**src/logic/flow_consts.svh**
```systemverilog
`ifndef FLOW_CONSTS_SVH
`define FLOW_CONSTS_SVH

`define WORD_WIDTH 16

`define GPR_COUNT 8 // General registers only, T and RA apart

`define RESET_PC 16'h0000

`endif

```
**src/logic/isa_pkg.sv**
```systemverilog
`default_nettype none

package isa_pkg;

	typedef logic [15:0] instr_t;

	typedef enum logic [4:0] {
		OPC_NOP      = 5'b00001,
		OPC_B        = 5'b00010,
		OPC_BEQZ     = 5'b00100,
		OPC_BNEZ     = 5'b00101,
		OPC_BTEQZ    = 5'b01100,
		OPC_LI       = 5'b01101,
		OPC_CMPI     = 5'b01110,
		OPC_JR_GROUP = 5'b11101
	} opcode_t;

	// Register-immediate layout shared by most encodings
	typedef struct packed {
		opcode_t    opcode;
		logic [2:0] rx;
		logic [7:0] imm8;
	} ri_fmt_t;

	localparam logic [7:0]  JR_FUNCT   = 8'b00000000;
	localparam logic [7:0]  JALR_FUNCT = 8'b11000000;
	localparam logic [10:0] JRRA_BITS  = 11'b00000100000; // Whole low field, rx included

	typedef enum logic [3:0] {
		OP_NOP,
		OP_B,
		OP_BEQZ,
		OP_BNEZ,
		OP_BTEQZ,
		OP_JR,
		OP_JALR,
		OP_JRRA,
		OP_LI,
		OP_CMPI
	} op_kind_t;

endpackage

`default_nettype wire

```
**src/logic/core_pkg.sv**
```systemverilog
`default_nettype none
`include "flow_consts.svh"

package core_pkg;

	typedef logic [`WORD_WIDTH-1:0] word_t; // Data word and pc

	typedef logic [$clog2(`GPR_COUNT)-1:0] reg_idx_t;

	typedef enum logic [1:0] {
		WB_NONE,
		WB_GPR,
		WB_T,
		WB_RA
	} wb_target_t;

endpackage

`default_nettype wire

```
**src/logic/instr_decode.sv**
```systemverilog
`timescale 1ns/1ps
`default_nettype none

module instr_decode import isa_pkg::*, core_pkg::*; (
	input  instr_t   instr,
	output op_kind_t op_kind,
	output reg_idx_t rx,
	output word_t    imm_sext8,
	output word_t    imm_zext8,
	output word_t    offset_sext11
);

	ri_fmt_t     fmt;
	logic [10:0] offset11;

	assign fmt = ri_fmt_t'(instr);
	assign offset11 = instr[10:0]; // B uses the whole low field

	assign rx = fmt.rx;
	assign imm_zext8 = word_t'(fmt.imm8);
	assign imm_sext8 = {{($bits(word_t) - 8){fmt.imm8[7]}}, fmt.imm8};
	assign offset_sext11 = {{($bits(word_t) - 11){offset11[10]}}, offset11};

	always_comb begin
		op_kind = OP_NOP; // Unmatched encodings fall through as no-ops
		case (fmt.opcode)
			OPC_NOP: begin
				op_kind = OP_NOP;
			end
			OPC_B: begin
				op_kind = OP_B;
			end
			OPC_BEQZ: begin
				op_kind = OP_BEQZ;
			end
			OPC_BNEZ: begin
				op_kind = OP_BNEZ;
			end
			OPC_BTEQZ: begin
				if (fmt.rx == 3'b000) begin
					op_kind = OP_BTEQZ;
				end
			end
			OPC_LI: begin
				op_kind = OP_LI;
			end
			OPC_CMPI: begin
				op_kind = OP_CMPI;
			end
			OPC_JR_GROUP: begin
				if (fmt.imm8 == JR_FUNCT) begin
					op_kind = OP_JR;
				end else if (fmt.imm8 == JALR_FUNCT) begin
					op_kind = OP_JALR;
				end else if (offset11 == JRRA_BITS) begin
					op_kind = OP_JRRA;
				end
			end
			default: begin
				op_kind = OP_NOP;
			end
		endcase
	end

	// Undriven instr bits must not leak into control flow
	always_comb begin
		assert final (!$isunknown(op_kind))
			else $error("instr_decode: op_kind is unknown");
	end

endmodule

`default_nettype wire

```
**src/logic/reg_file.sv**
```systemverilog
`timescale 1ns/1ps
`default_nettype none
`include "flow_consts.svh"

module reg_file import core_pkg::*; (
	input  logic       clk,
	input  logic       rst_n,
	input  reg_idx_t   rd_idx,
	output word_t      rd_value,
	output logic       t_flag,
	output word_t      ra_value,
	input  wb_target_t wr_target,
	input  reg_idx_t   wr_idx,
	input  word_t      wr_value
);

	word_t gpr [`GPR_COUNT];
	logic  t_reg;
	word_t ra_reg;

	assign rd_value = gpr[rd_idx]; // Combinational read
	assign t_flag = t_reg;
	assign ra_value = ra_reg;

	always_ff @(posedge clk) begin
		if (!rst_n) begin
			for (int i = 0; i < `GPR_COUNT; i++) begin
				gpr[i] <= '0;
			end
			t_reg <= 1'b0;
			ra_reg <= '0;
		end else begin
			case (wr_target)
				WB_GPR: begin
					gpr[wr_idx] <= wr_value;
				end
				WB_T: begin
					t_reg <= wr_value[0]; // Only bit 0 is kept
				end
				WB_RA: begin
					ra_reg <= wr_value;
				end
				default: begin
				end
			endcase
		end
	end

	// Fetch must not hand over an instruction while in reset
	assert property (@(posedge clk) !rst_n |-> wr_target == WB_NONE)
		else $error("reg_file: write requested during reset");

endmodule

`default_nettype wire

```
**src/logic/jmp_ctrl.sv**
```systemverilog
`timescale 1ns/1ps
`default_nettype none

module jmp_ctrl import isa_pkg::*, core_pkg::*; (
	input  op_kind_t op_kind,
	input  word_t    op1,
	input  logic     t_flag,
	input  word_t    ra_value,
	input  word_t    pc,
	input  word_t    imm_sext8,
	input  word_t    offset_sext11,
	output logic     set_pc,
	output word_t    set_pc_value,
	output logic     write_ra,
	output word_t    write_ra_value
);

	word_t pc_inc;
	word_t branch_target;
	logic  cond_taken;

	assign pc_inc = pc + 1'b1;
	assign branch_target = pc_inc + imm_sext8; // Conditional branches, 8-bit offset
	assign write_ra_value = pc_inc;

	always_comb begin
		case (op_kind)
			OP_BEQZ:  cond_taken = (op1 == '0);
			OP_BNEZ:  cond_taken = (op1 != '0);
			OP_BTEQZ: cond_taken = !t_flag;
			default:  cond_taken = 1'b0;
		endcase
	end

	always_comb begin
		set_pc = 1'b0;
		set_pc_value = '0;
		write_ra = 1'b0;
		case (op_kind)
			OP_B: begin
				set_pc = 1'b1;
				set_pc_value = pc_inc + offset_sext11;
			end
			OP_BEQZ, OP_BNEZ, OP_BTEQZ: begin
				if (cond_taken) begin
					set_pc = 1'b1;
					set_pc_value = branch_target;
				end
			end
			OP_JR: begin
				set_pc = 1'b1;
				set_pc_value = op1;
			end
			OP_JALR: begin
				set_pc = 1'b1;
				set_pc_value = op1;
				write_ra = 1'b1; // Link
			end
			OP_JRRA: begin
				set_pc = 1'b1;
				set_pc_value = ra_value;
			end
			default: begin
			end
		endcase
	end

	always_comb begin
		assert final (!write_ra || set_pc)
			else $error("jmp_ctrl: RA link without a jump");
	end

endmodule

`default_nettype wire

```
**src/logic/fetch_unit.sv**
```systemverilog
`timescale 1ns/1ps
`default_nettype none
`include "flow_consts.svh"

module fetch_unit import isa_pkg::*, core_pkg::*; (
	input  logic       clk,
	input  logic       rst_n,
	input  logic       instr_valid,
	output logic       instr_ready,
	output word_t      fetch_pc,
	input  op_kind_t   op_kind,
	input  reg_idx_t   rx,
	input  word_t      rd_value,
	input  word_t      imm_sext8,
	input  word_t      imm_zext8,
	input  logic       set_pc,
	input  word_t      set_pc_value,
	input  logic       write_ra,
	input  word_t      write_ra_value,
	output wb_target_t rf_wr_target,
	output reg_idx_t   rf_wr_idx,
	output word_t      rf_wr_value,
	output logic       retire_valid,
	input  logic       retire_ready,
	output word_t      retire_pc,
	output word_t      retire_next_pc,
	output wb_target_t retire_wb_target,
	output reg_idx_t   retire_wb_reg,
	output word_t      retire_wb_value
);

	logic       accept;
	word_t      next_pc;
	wb_target_t wb_target;
	reg_idx_t   wb_reg;
	word_t      wb_value;

	assign instr_ready = !retire_valid || retire_ready; // Slot free or draining now
	assign accept = instr_valid && instr_ready;
	assign next_pc = set_pc ? set_pc_value : fetch_pc + 1'b1;

	always_comb begin
		wb_target = WB_NONE;
		wb_value = '0;
		case (op_kind)
			OP_LI: begin
				wb_target = WB_GPR;
				wb_value = imm_zext8;
			end
			OP_CMPI: begin
				wb_target = WB_T;
				wb_value = word_t'(rd_value != imm_sext8); // T clear on equal
			end
			default: begin
				if (write_ra) begin
					wb_target = WB_RA;
					wb_value = write_ra_value;
				end
			end
		endcase
	end

	assign wb_reg = (wb_target == WB_GPR) ? rx : '0;

	assign rf_wr_target = accept ? wb_target : WB_NONE;
	assign rf_wr_idx = wb_reg;
	assign rf_wr_value = wb_value;

	always_ff @(posedge clk) begin
		if (!rst_n) begin
			fetch_pc <= `RESET_PC;
			retire_valid <= 1'b0;
		end else if (accept) begin
			fetch_pc <= next_pc;
			retire_valid <= 1'b1;
		end else if (retire_ready) begin
			retire_valid <= 1'b0;
		end
	end

	always_ff @(posedge clk) begin
		if (accept) begin
			retire_pc <= fetch_pc;
			retire_next_pc <= next_pc;
			retire_wb_target <= wb_target;
			retire_wb_reg <= wb_reg;
			retire_wb_value <= wb_value;
		end
	end

	// A stalled record must reach the consumer unchanged
	assert property (@(posedge clk) disable iff (!rst_n)
		retire_valid && !retire_ready |=> retire_valid
			&& $stable(retire_pc) && $stable(retire_next_pc)
			&& $stable(retire_wb_target) && $stable(retire_wb_reg)
			&& $stable(retire_wb_value))
		else $error("fetch_unit: retire record changed under back-pressure");

endmodule

`default_nettype wire

```
**src/logic/flow_core.sv**
```systemverilog
`timescale 1ns/1ps
`default_nettype none

module flow_core import isa_pkg::*, core_pkg::*; (
	input  logic       clk,
	input  logic       rst_n,
	input  instr_t     instr,
	input  logic       instr_valid,
	output logic       instr_ready,
	output word_t      fetch_pc,
	output logic       retire_valid,
	input  logic       retire_ready,
	output word_t      retire_pc,
	output word_t      retire_next_pc,
	output wb_target_t retire_wb_target,
	output reg_idx_t   retire_wb_reg,
	output word_t      retire_wb_value
);

	op_kind_t   op_kind;
	reg_idx_t   rx;
	word_t      imm_sext8;
	word_t      imm_zext8;
	word_t      offset_sext11;
	word_t      rd_value;
	logic       t_flag;
	word_t      ra_value;
	logic       set_pc;
	word_t      set_pc_value;
	logic       write_ra;
	word_t      write_ra_value;
	wb_target_t rf_wr_target;
	reg_idx_t   rf_wr_idx;
	word_t      rf_wr_value;

	instr_decode u_decode (
		.instr         (instr),
		.op_kind       (op_kind),
		.rx            (rx),
		.imm_sext8     (imm_sext8),
		.imm_zext8     (imm_zext8),
		.offset_sext11 (offset_sext11)
	);

	reg_file u_regs (
		.clk       (clk),
		.rst_n     (rst_n),
		.rd_idx    (rx),
		.rd_value  (rd_value),
		.t_flag    (t_flag),
		.ra_value  (ra_value),
		.wr_target (rf_wr_target),
		.wr_idx    (rf_wr_idx),
		.wr_value  (rf_wr_value)
	);

	jmp_ctrl u_jmp (
		.op_kind        (op_kind),
		.op1            (rd_value),
		.t_flag         (t_flag),
		.ra_value       (ra_value),
		.pc             (fetch_pc), // pc of the instruction on the port
		.imm_sext8      (imm_sext8),
		.offset_sext11  (offset_sext11),
		.set_pc         (set_pc),
		.set_pc_value   (set_pc_value),
		.write_ra       (write_ra),
		.write_ra_value (write_ra_value)
	);

	fetch_unit u_fetch (
		.clk              (clk),
		.rst_n            (rst_n),
		.instr_valid      (instr_valid),
		.instr_ready      (instr_ready),
		.fetch_pc         (fetch_pc),
		.op_kind          (op_kind),
		.rx               (rx),
		.rd_value         (rd_value),
		.imm_sext8        (imm_sext8),
		.imm_zext8        (imm_zext8),
		.set_pc           (set_pc),
		.set_pc_value     (set_pc_value),
		.write_ra         (write_ra),
		.write_ra_value   (write_ra_value),
		.rf_wr_target     (rf_wr_target),
		.rf_wr_idx        (rf_wr_idx),
		.rf_wr_value      (rf_wr_value),
		.retire_valid     (retire_valid),
		.retire_ready     (retire_ready),
		.retire_pc        (retire_pc),
		.retire_next_pc   (retire_next_pc),
		.retire_wb_target (retire_wb_target),
		.retire_wb_reg    (retire_wb_reg),
		.retire_wb_value  (retire_wb_value)
	);

endmodule

`default_nettype wire

```
**config.mk**
```make
export PLATFORM = sky130hd
export DESIGN_NAME = flow_core
export DESIGN_NICKNAME = d
export VERILOG_FILES = /design/src/logic/isa_pkg.sv /design/src/logic/core_pkg.sv /design/src/logic/instr_decode.sv /design/src/logic/reg_file.sv /design/src/logic/jmp_ctrl.sv /design/src/logic/fetch_unit.sv /design/src/logic/flow_core.sv
export VERILOG_INCLUDE_DIRS = /design/src /design/src/logic
export SDC_FILE = /design/constraint.sdc
export NUM_CORES = 1
export LEC_CHECK = 0
export BUFFER_PORTS_ARGS = -buffer_cell sky130_fd_sc_hd__buf_2
export CAP_MARGIN = 20
export CORE_MARGIN = 2
export CORE_UTILIZATION = 60
export DETAILED_ROUTE_END_ITERATION = 8
export PLACE_DENSITY = 0.85
export SYNTH_ARGS = -nofsm -noshare
export SYNTH_HDL_FRONTEND = slang
export SYNTH_SLANG_ARGS = --single-unit
```
**constraint.sdc**
```tcl
create_clock -name clk -period 4.1 [get_ports clk]
set_clock_uncertainty 0.2 [all_clocks]
set_input_delay 0.82 -clock clk [delete_from_list [all_inputs] [get_ports clk]]
set_output_delay 0.82 -clock clk [all_outputs]
set_load 0.02 [all_outputs]
```
## Yosys cells after proc, flatten, opt, wreduce, memory -nomap -nowiden

Memories as Yosys holds them, arrays and structs flattened.
Cells that the tools add are included.

| operators by class | value |
|---|---|
| add/sub/neg operators | 3 |
| equal/unequal tests | 23 |
| multiplexer cells | 27 |
| reduce and logical (&&, ||, !) cells | 13 |

Operator list:

| operator | count |
|---|---|
| 2-to-1 mux 16 bit | 4 |
| one-hot mux 16 bit (4 select lines) | 1 |
| adder 16 bit | 2 |
| one-hot mux 16 bit (2 select lines) | 1 |
| one-hot mux 4 bit (7 select lines) | 1 |
| adder 16 x 1 -> 16 bit (second input constant) | 1 |
| equality test 4 x 3 -> 1 bit (second input constant) | 4 |
| zero test 16 bit | 1 |
| inequality test 16 bit | 1 |
| nonzero test 16 bit | 1 |
| OR reduction 16 bit | 1 |
| equality test 5 x 4 -> 1 bit (second input constant) | 3 |
| 2-to-1 mux 3 bit | 4 |
| equality test 11 x 6 -> 1 bit (second input constant) | 1 |
| equality test 5 x 3 -> 1 bit (second input constant) | 2 |
| 2-to-1 mux 1 bit | 9 |
| equality test 4 x 2 -> 1 bit (second input constant) | 2 |
| equality test 4 bit (second input constant) | 2 |
| equality test 8 bit (second input constant) | 1 |
| zero test 8 bit | 1 |
| 2-to-1 mux 4 bit | 2 |
| equality test 5 x 2 -> 1 bit (second input constant) | 1 |
| equality test 5 bit (second input constant) | 1 |
| equality test 2 x 1 -> 1 bit (second input constant) | 2 |
| other kinds (14) | 17 |

| storage, ports and cells | value |
|---|---|
| bits in registers | 87 |
| RAM bits | 128 |
| memories kept | 1 |

Memory list:

| name | depth | width | read ports | clocked after memory_dff | wr ports | line | text |
|---|---|---|---|---|---|---|---|
| u_regs.gpr | 8 | 16 | 1 | 0 | 8 | reg_file.sv:17 | `` word_t gpr [`GPR_COUNT]; `` |

## Longest topological paths before layout

| logic depth | value |
|---|---|
| word-level depth | 16 |
| mapped depth | 16 |

## Hierarchy

From an unflattened synthesis, not the netlist that was laid out.

| unflattened totals | value |
|---|---|
| cell total of the unflattened synthesis | 1101 |
| area, all modules | 12679.7 um^2 |

By module, submodules not included:

| module | instances | cells an instance | area each (um^2) | sequential area each (um^2) |
|---|---|---|---|---|
| reg_file | 1 | 420 | 6490.0 | 4184.0 |
| fetch_unit | 1 | 287 | 3358.2 | 1931.9 |
| jmp_ctrl | 1 | 317 | 2279.7 | 0.0 |
| instr_decode | 1 | 77 | 551.8 | 0.0 |

## Worst setup path after synthesis

No wires, ideal clock.

| path | value |
|---|---|
| kind | in2reg |
| start | input instr[8] |
| end | memory u_regs.gpr[1][0] in the netlist's numbering, data pin |
| setup time | 0.263 ns |
| data arrival time | 3.203 ns |
| path slack | 0.435 ns |
| cell stages on the path | 12 |
| buffers on the path | 5 |
| path through | buf_4 > buf_6 > buf_2 > buf_2 > mux4_2 > mux2i_1 > xnor2_1 > nor4_1 > a31oi_1 > a221oi_2 > buf_4 > nor2_1 |

RTL lines:

| item | line | text |
|---|---|---|
| start: declaration | flow_core.sv:7 | `input instr_t instr,` |
| end: declaration | reg_file.sv:17 |  |

## Worst setup path in the final report

| path | value |
|---|---|
| start | register u_fetch.fetch_pc[1] |
| end | register u_fetch.retire_next_pc[15], data pin |

| on the way | value |
|---|---|
| longest elaborated chain between the ends | 5 |
| elaborated cells on any way between the ends | 6 |
| those cells by class | add/sub (3); mux (3) |

Ends and longest elaborated chain:

| item | line | text |
|---|---|---|
| start: declaration | fetch_unit.sv:10 | `output word_t fetch_pc,` |
| start signal: assignment | fetch_unit.sv:71 | `` fetch_pc <= `RESET_PC; `` |
| start signal: assignment | fetch_unit.sv:74 | `fetch_pc <= next_pc;` |
| adder 16 x 1 -> 16 bit * | jmp_ctrl.sv:22, fetch_unit.sv:40 |  |
| adder 16 bit | jmp_ctrl.sv:23 | `assign branch_target = pc_inc + imm_sext8;` |
| 2-to-1 mux 16 bit | jmp_ctrl.sv:45 | `if (cond_taken) begin` |
| one-hot mux 16 bit (4 select lines) | jmp_ctrl.sv:39 | `case (op_kind)` |
| 2-to-1 mux 16 bit * | fetch_unit.sv:40 | `assign next_pc = set_pc ? set_pc_value : fetch_pc + 1'b1;` |
| via u_fetch.next_pc[15] | fetch_unit.sv:33 | `word_t next_pc;` |
| end signal: assignment | fetch_unit.sv:84 | `retire_next_pc <= next_pc;` |
| end: declaration | fetch_unit.sv:26 | `output word_t retire_next_pc,` |

The timed path passes the listed nets; every way through them passes the cells marked *.
A chain may end at the register's enable or synchronous reset.

==> flow_metrics.tcl <==
set metrics [dict create \
    startpoint_type "register" \
    synthToLayoutAreaGrowth_pct 17.6 \
    clkPwrFrac 0.368 \
    largest_register_ffs 128 \
    synth_top_cell_by_area "edfxtp_1" \
    core_region_area_sq_mm 0.0180 \
    rrSetupSlack_ns 0.18 \
    worst-slew-pin-transition_ns 0.990 \
    hpwl_microns 19900 \
    finalSetupViolCount 0 \
    synthArstFlopShare 0 \
    avgSynthCellArea_sq_um 12.1 \
    synth_seq_cells 215 \
    clk_pin_slew_ns 0.06 \
    fin_crit_sh 0.955 \
    dpl-instance-area_sq_mm 0.0122 \
    start_util 0.610 \
    cts_tree "built" \
    ys_seq_area_frac 0.558 \
    wl_microns 27900 \
    yosysTopAreaCellShare 0.496 \
    rsz0062_at_grt "false" \
    synth_area_leaders "edfxtp_1 50%, mux4_2 6.6%, dfxtp_1 6.2%, nor2_1 3.9%, mux2i_1 2.7%" \
    synth_cell_types 82 \
    globalRouteTotalUtil 0.286 \
    num_rows 49 \
    worstSetupEndpointType "register" \
    die_y_microns 139 \
    stdcell_count 1341 \
    synth_flop_cell "edfxtp_1" \
    p_comb_frac 0.130 \
    p_leak_nw 5.11 \
    port_buffers 90 \
    grt_pass1_vias 8249 \
    p_total_w 0.00513 \
    cts_buffers 22 \
    dp.cells 1302 \
    final_area_sq_mm 0.0129 \
    yosysWarningCount 0 \
    powerDensity_mw_per_mm2 398 \
    antenna_found_initial 1 \
    clk_latency_ns 0.51 \
    p_int_w 0.00385 \
    final_common_cell "edfxtp_1" \
    antenna_left 0 \
    timing.fmax_mhz 255 \
    hold_violations 0 \
    clock-sinks 215 \
    critical_path_class "reg -> reg" \
    fp.dieW_microns 139 \
    switchingPower_w 0.00128 \
    vdd_drop_max_uv 405 \
    grt_pass1_wl_microns 43700 \
    wl_per_cell_microns 20.8 \
    p_sw_frac 0.250 \
    dieArea_sq_mm 0.0194 \
    relSlewSlack 0.337 \
    grt_max_degree 74 \
    syn_area_sq_mm 0.0110 \
    fin_util 0.718 \
    drc_errors 0 \
    fillers 1213 \
    cts.htree.levels 1 \
    r2r_cells 12 \
    routed_via_density 6.32 \
    synthCells 903 \
    dr.pass1.iters 5 \
    fin_ws_ns 0.184 \
    ctsRootBufferMaster "clkbuf_16" \
    io_pins 91 \
    max_cap_viol_count 0 \
    place_ws_ns -0.0413 \
    min-delay-path-class "reg -> reg" \
    finish.net_count 1141 \
    slew_viol_final 0 \
    layout_common_cells "181 x edfxtp_1, 113 x nor2_1, 90 x buf_2, 64 x nand2_1, 64 x conb_1" \
    period_needed_ns 3.92 \
    cts_max_path_buffers 3 \
    run_status "complete, no violations" \
    vias 8471 \
    top_register "u_regs.gpr" \
    seqPwrFrac 0.502 \
    hold_path_depth 0 \
    place.gp.congestion 0.960 \
    drive_gt1_frac 0.222 \
    cp.required_ns 4.15 \
    crit_fanout 6 \
    cp.arrival_ns 3.97 \
    grt_overflow 0 \
    drtIter0Drc 1190 \
    synth_edf_count 181 \
]
==> power by group through the flow <==
stage | Clock [W] | Sequential (W) | Combinational, W
final | 0.00188 | 0.00257 | 0.000668
after floorplan | 0 | 0.00265 | 0.000400
after global routing | 0.00199 | 0.00259 | 0.000721
after global placement | 0 | 0.00261 | 0.000632
after detailed placement | 0 | 0.00262 | 0.000647
after CTS | 0.00190 | 0.00257 | 0.000656
==> what timing repair did <==
item / 4_1_cts / 5_1_grt
hold buffers: 0 / 0
gates resized for setup: 0 / 6
endpoints found under the setup margin: 0 / 8
buffers inserted: 0 / 0
==> Yosys cell counts (all sizes together) (3+ instances only) <==
| cell | number |
|---|---|
| o21ai | 33 |
| xor2 | 16 |
| mux2i | 30 |
| o211a | 9 |
| nor3b | 5 |
| nand3 | 21 |
| a22oi | 12 |
| o21ba | 4 |
| o21a | 6 |
| or3 | 6 |
| dfxtp | 34 |
| or4b | 4 |
| o211ai | 5 |
| xnor2 | 21 |
| and2 | 7 |
| mux2 | 5 |
| and3 | 9 |
| nor4 | 11 |
| nor2 | 115 |
| edfxtp | 181 |
| nand2 | 65 |
| nand4 | 9 |
| mux4 | 32 |
| ha | 23 |
| or2 | 9 |
| nand2b | 7 |
| a2111oi | 3 |
| nor2b | 12 |
| nand3b | 4 |
| a21boi | 3 |
| a221oi | 6 |
| buf | 23 |
| a31oi | 10 |
| a31o | 3 |
| clkbuf | 16 |
| o31a | 7 |
| inv | 25 |
| or4 | 5 |
| nor3 | 28 |
| a211oi | 12 |
| a21oi | 28 |
| a21o | 9 |
==> worst paths after layout <==
path,from,to
max,u_fetch.fetch_pc[1]$_SDFFE_PN0P_,u_fetch.retire_next_pc[15]$_DFFE_PP_
max reg2reg,u_fetch.fetch_pc[1]$_SDFFE_PN0P_,u_fetch.retire_next_pc[15]$_DFFE_PP_
min,u_fetch.fetch_pc[1]$_SDFFE_PN0P_,u_fetch.retire_pc[1]$_DFFE_PP_
min reg2reg,u_fetch.fetch_pc[1]$_SDFFE_PN0P_,u_fetch.retire_pc[1]$_DFFE_PP_
==> worst max-delay path, stage by stage (launching register included) <==
cell and delay, ns:
dfxtp_2 0.37, ha_1 0.21, nand3_1 0.19, xnor2_1 0.34
ha_1 0.33, nor2b_1 0.15, a311o_1 0.41, a221o_1 0.44
a311o_1 0.31, a21oi_1 0.21, xnor2_1 0.13, a31oi_1 0.27
nand2_1 0.10
==> final cells by class <==
| type | instances | area, sq um | share of cell area |
|---|---|---|---|
| Tap cell | 229 | 287 | 0.0222 |
| Clock buffer | 25 | 583 | 0.0452 |
| Multi-Input combinational cell | 687 | 4820 | 0.374 |
| Clock inverter | 12 | 88.8 | 0.00689 |
| Sequential cell | 215 | 6120 | 0.475 |
| Antenna cell | 2 | 5.00 | 0.000388 |
| Timing Repair Buffer | 146 | 896 | 0.0695 |
| Inverter | 25 | 93.8 | 0.00728 |
==> cell families (layout without fill, tap and decap cells) <==
group,Yosys count,in the layout,synth area share
AND/OR/NAND/NOR,322,322,0.144
AO/OA/AOI/OAI,172,172,0.112
buffers and inverters,64,208,0.0260
other,1,66,0.000342
flip-flops,215,215,0.558
multiplexers,67,67,0.0990
adder cells (fa/ha/maj),24,24,0.0281
XOR/XNOR,38,38,0.0316
==> per-stage QoR <==
stage | hold WS [ns] | setup TNS [ns]
after global placement | 0.281 | 0
after global routing | 0.315 | 0
final | 0.295 | 0
after floorplan | 0.272 | 0
after CTS | 0.306 | 0
after detailed placement | 0.291 | -0.0518
==> layer usage <==
metal / global-route usage / vias up / wire length, microns
met5: 0 / - / 12
met4: 0.121 / 2 / 1260
met3: 0.0532 / 119 / 2500
met1: 0.364 / 4053 / 10500
li1: - / 3775 / -
met2: 0.484 / 522 / 13600
Power figures use the tool's default switching activity.
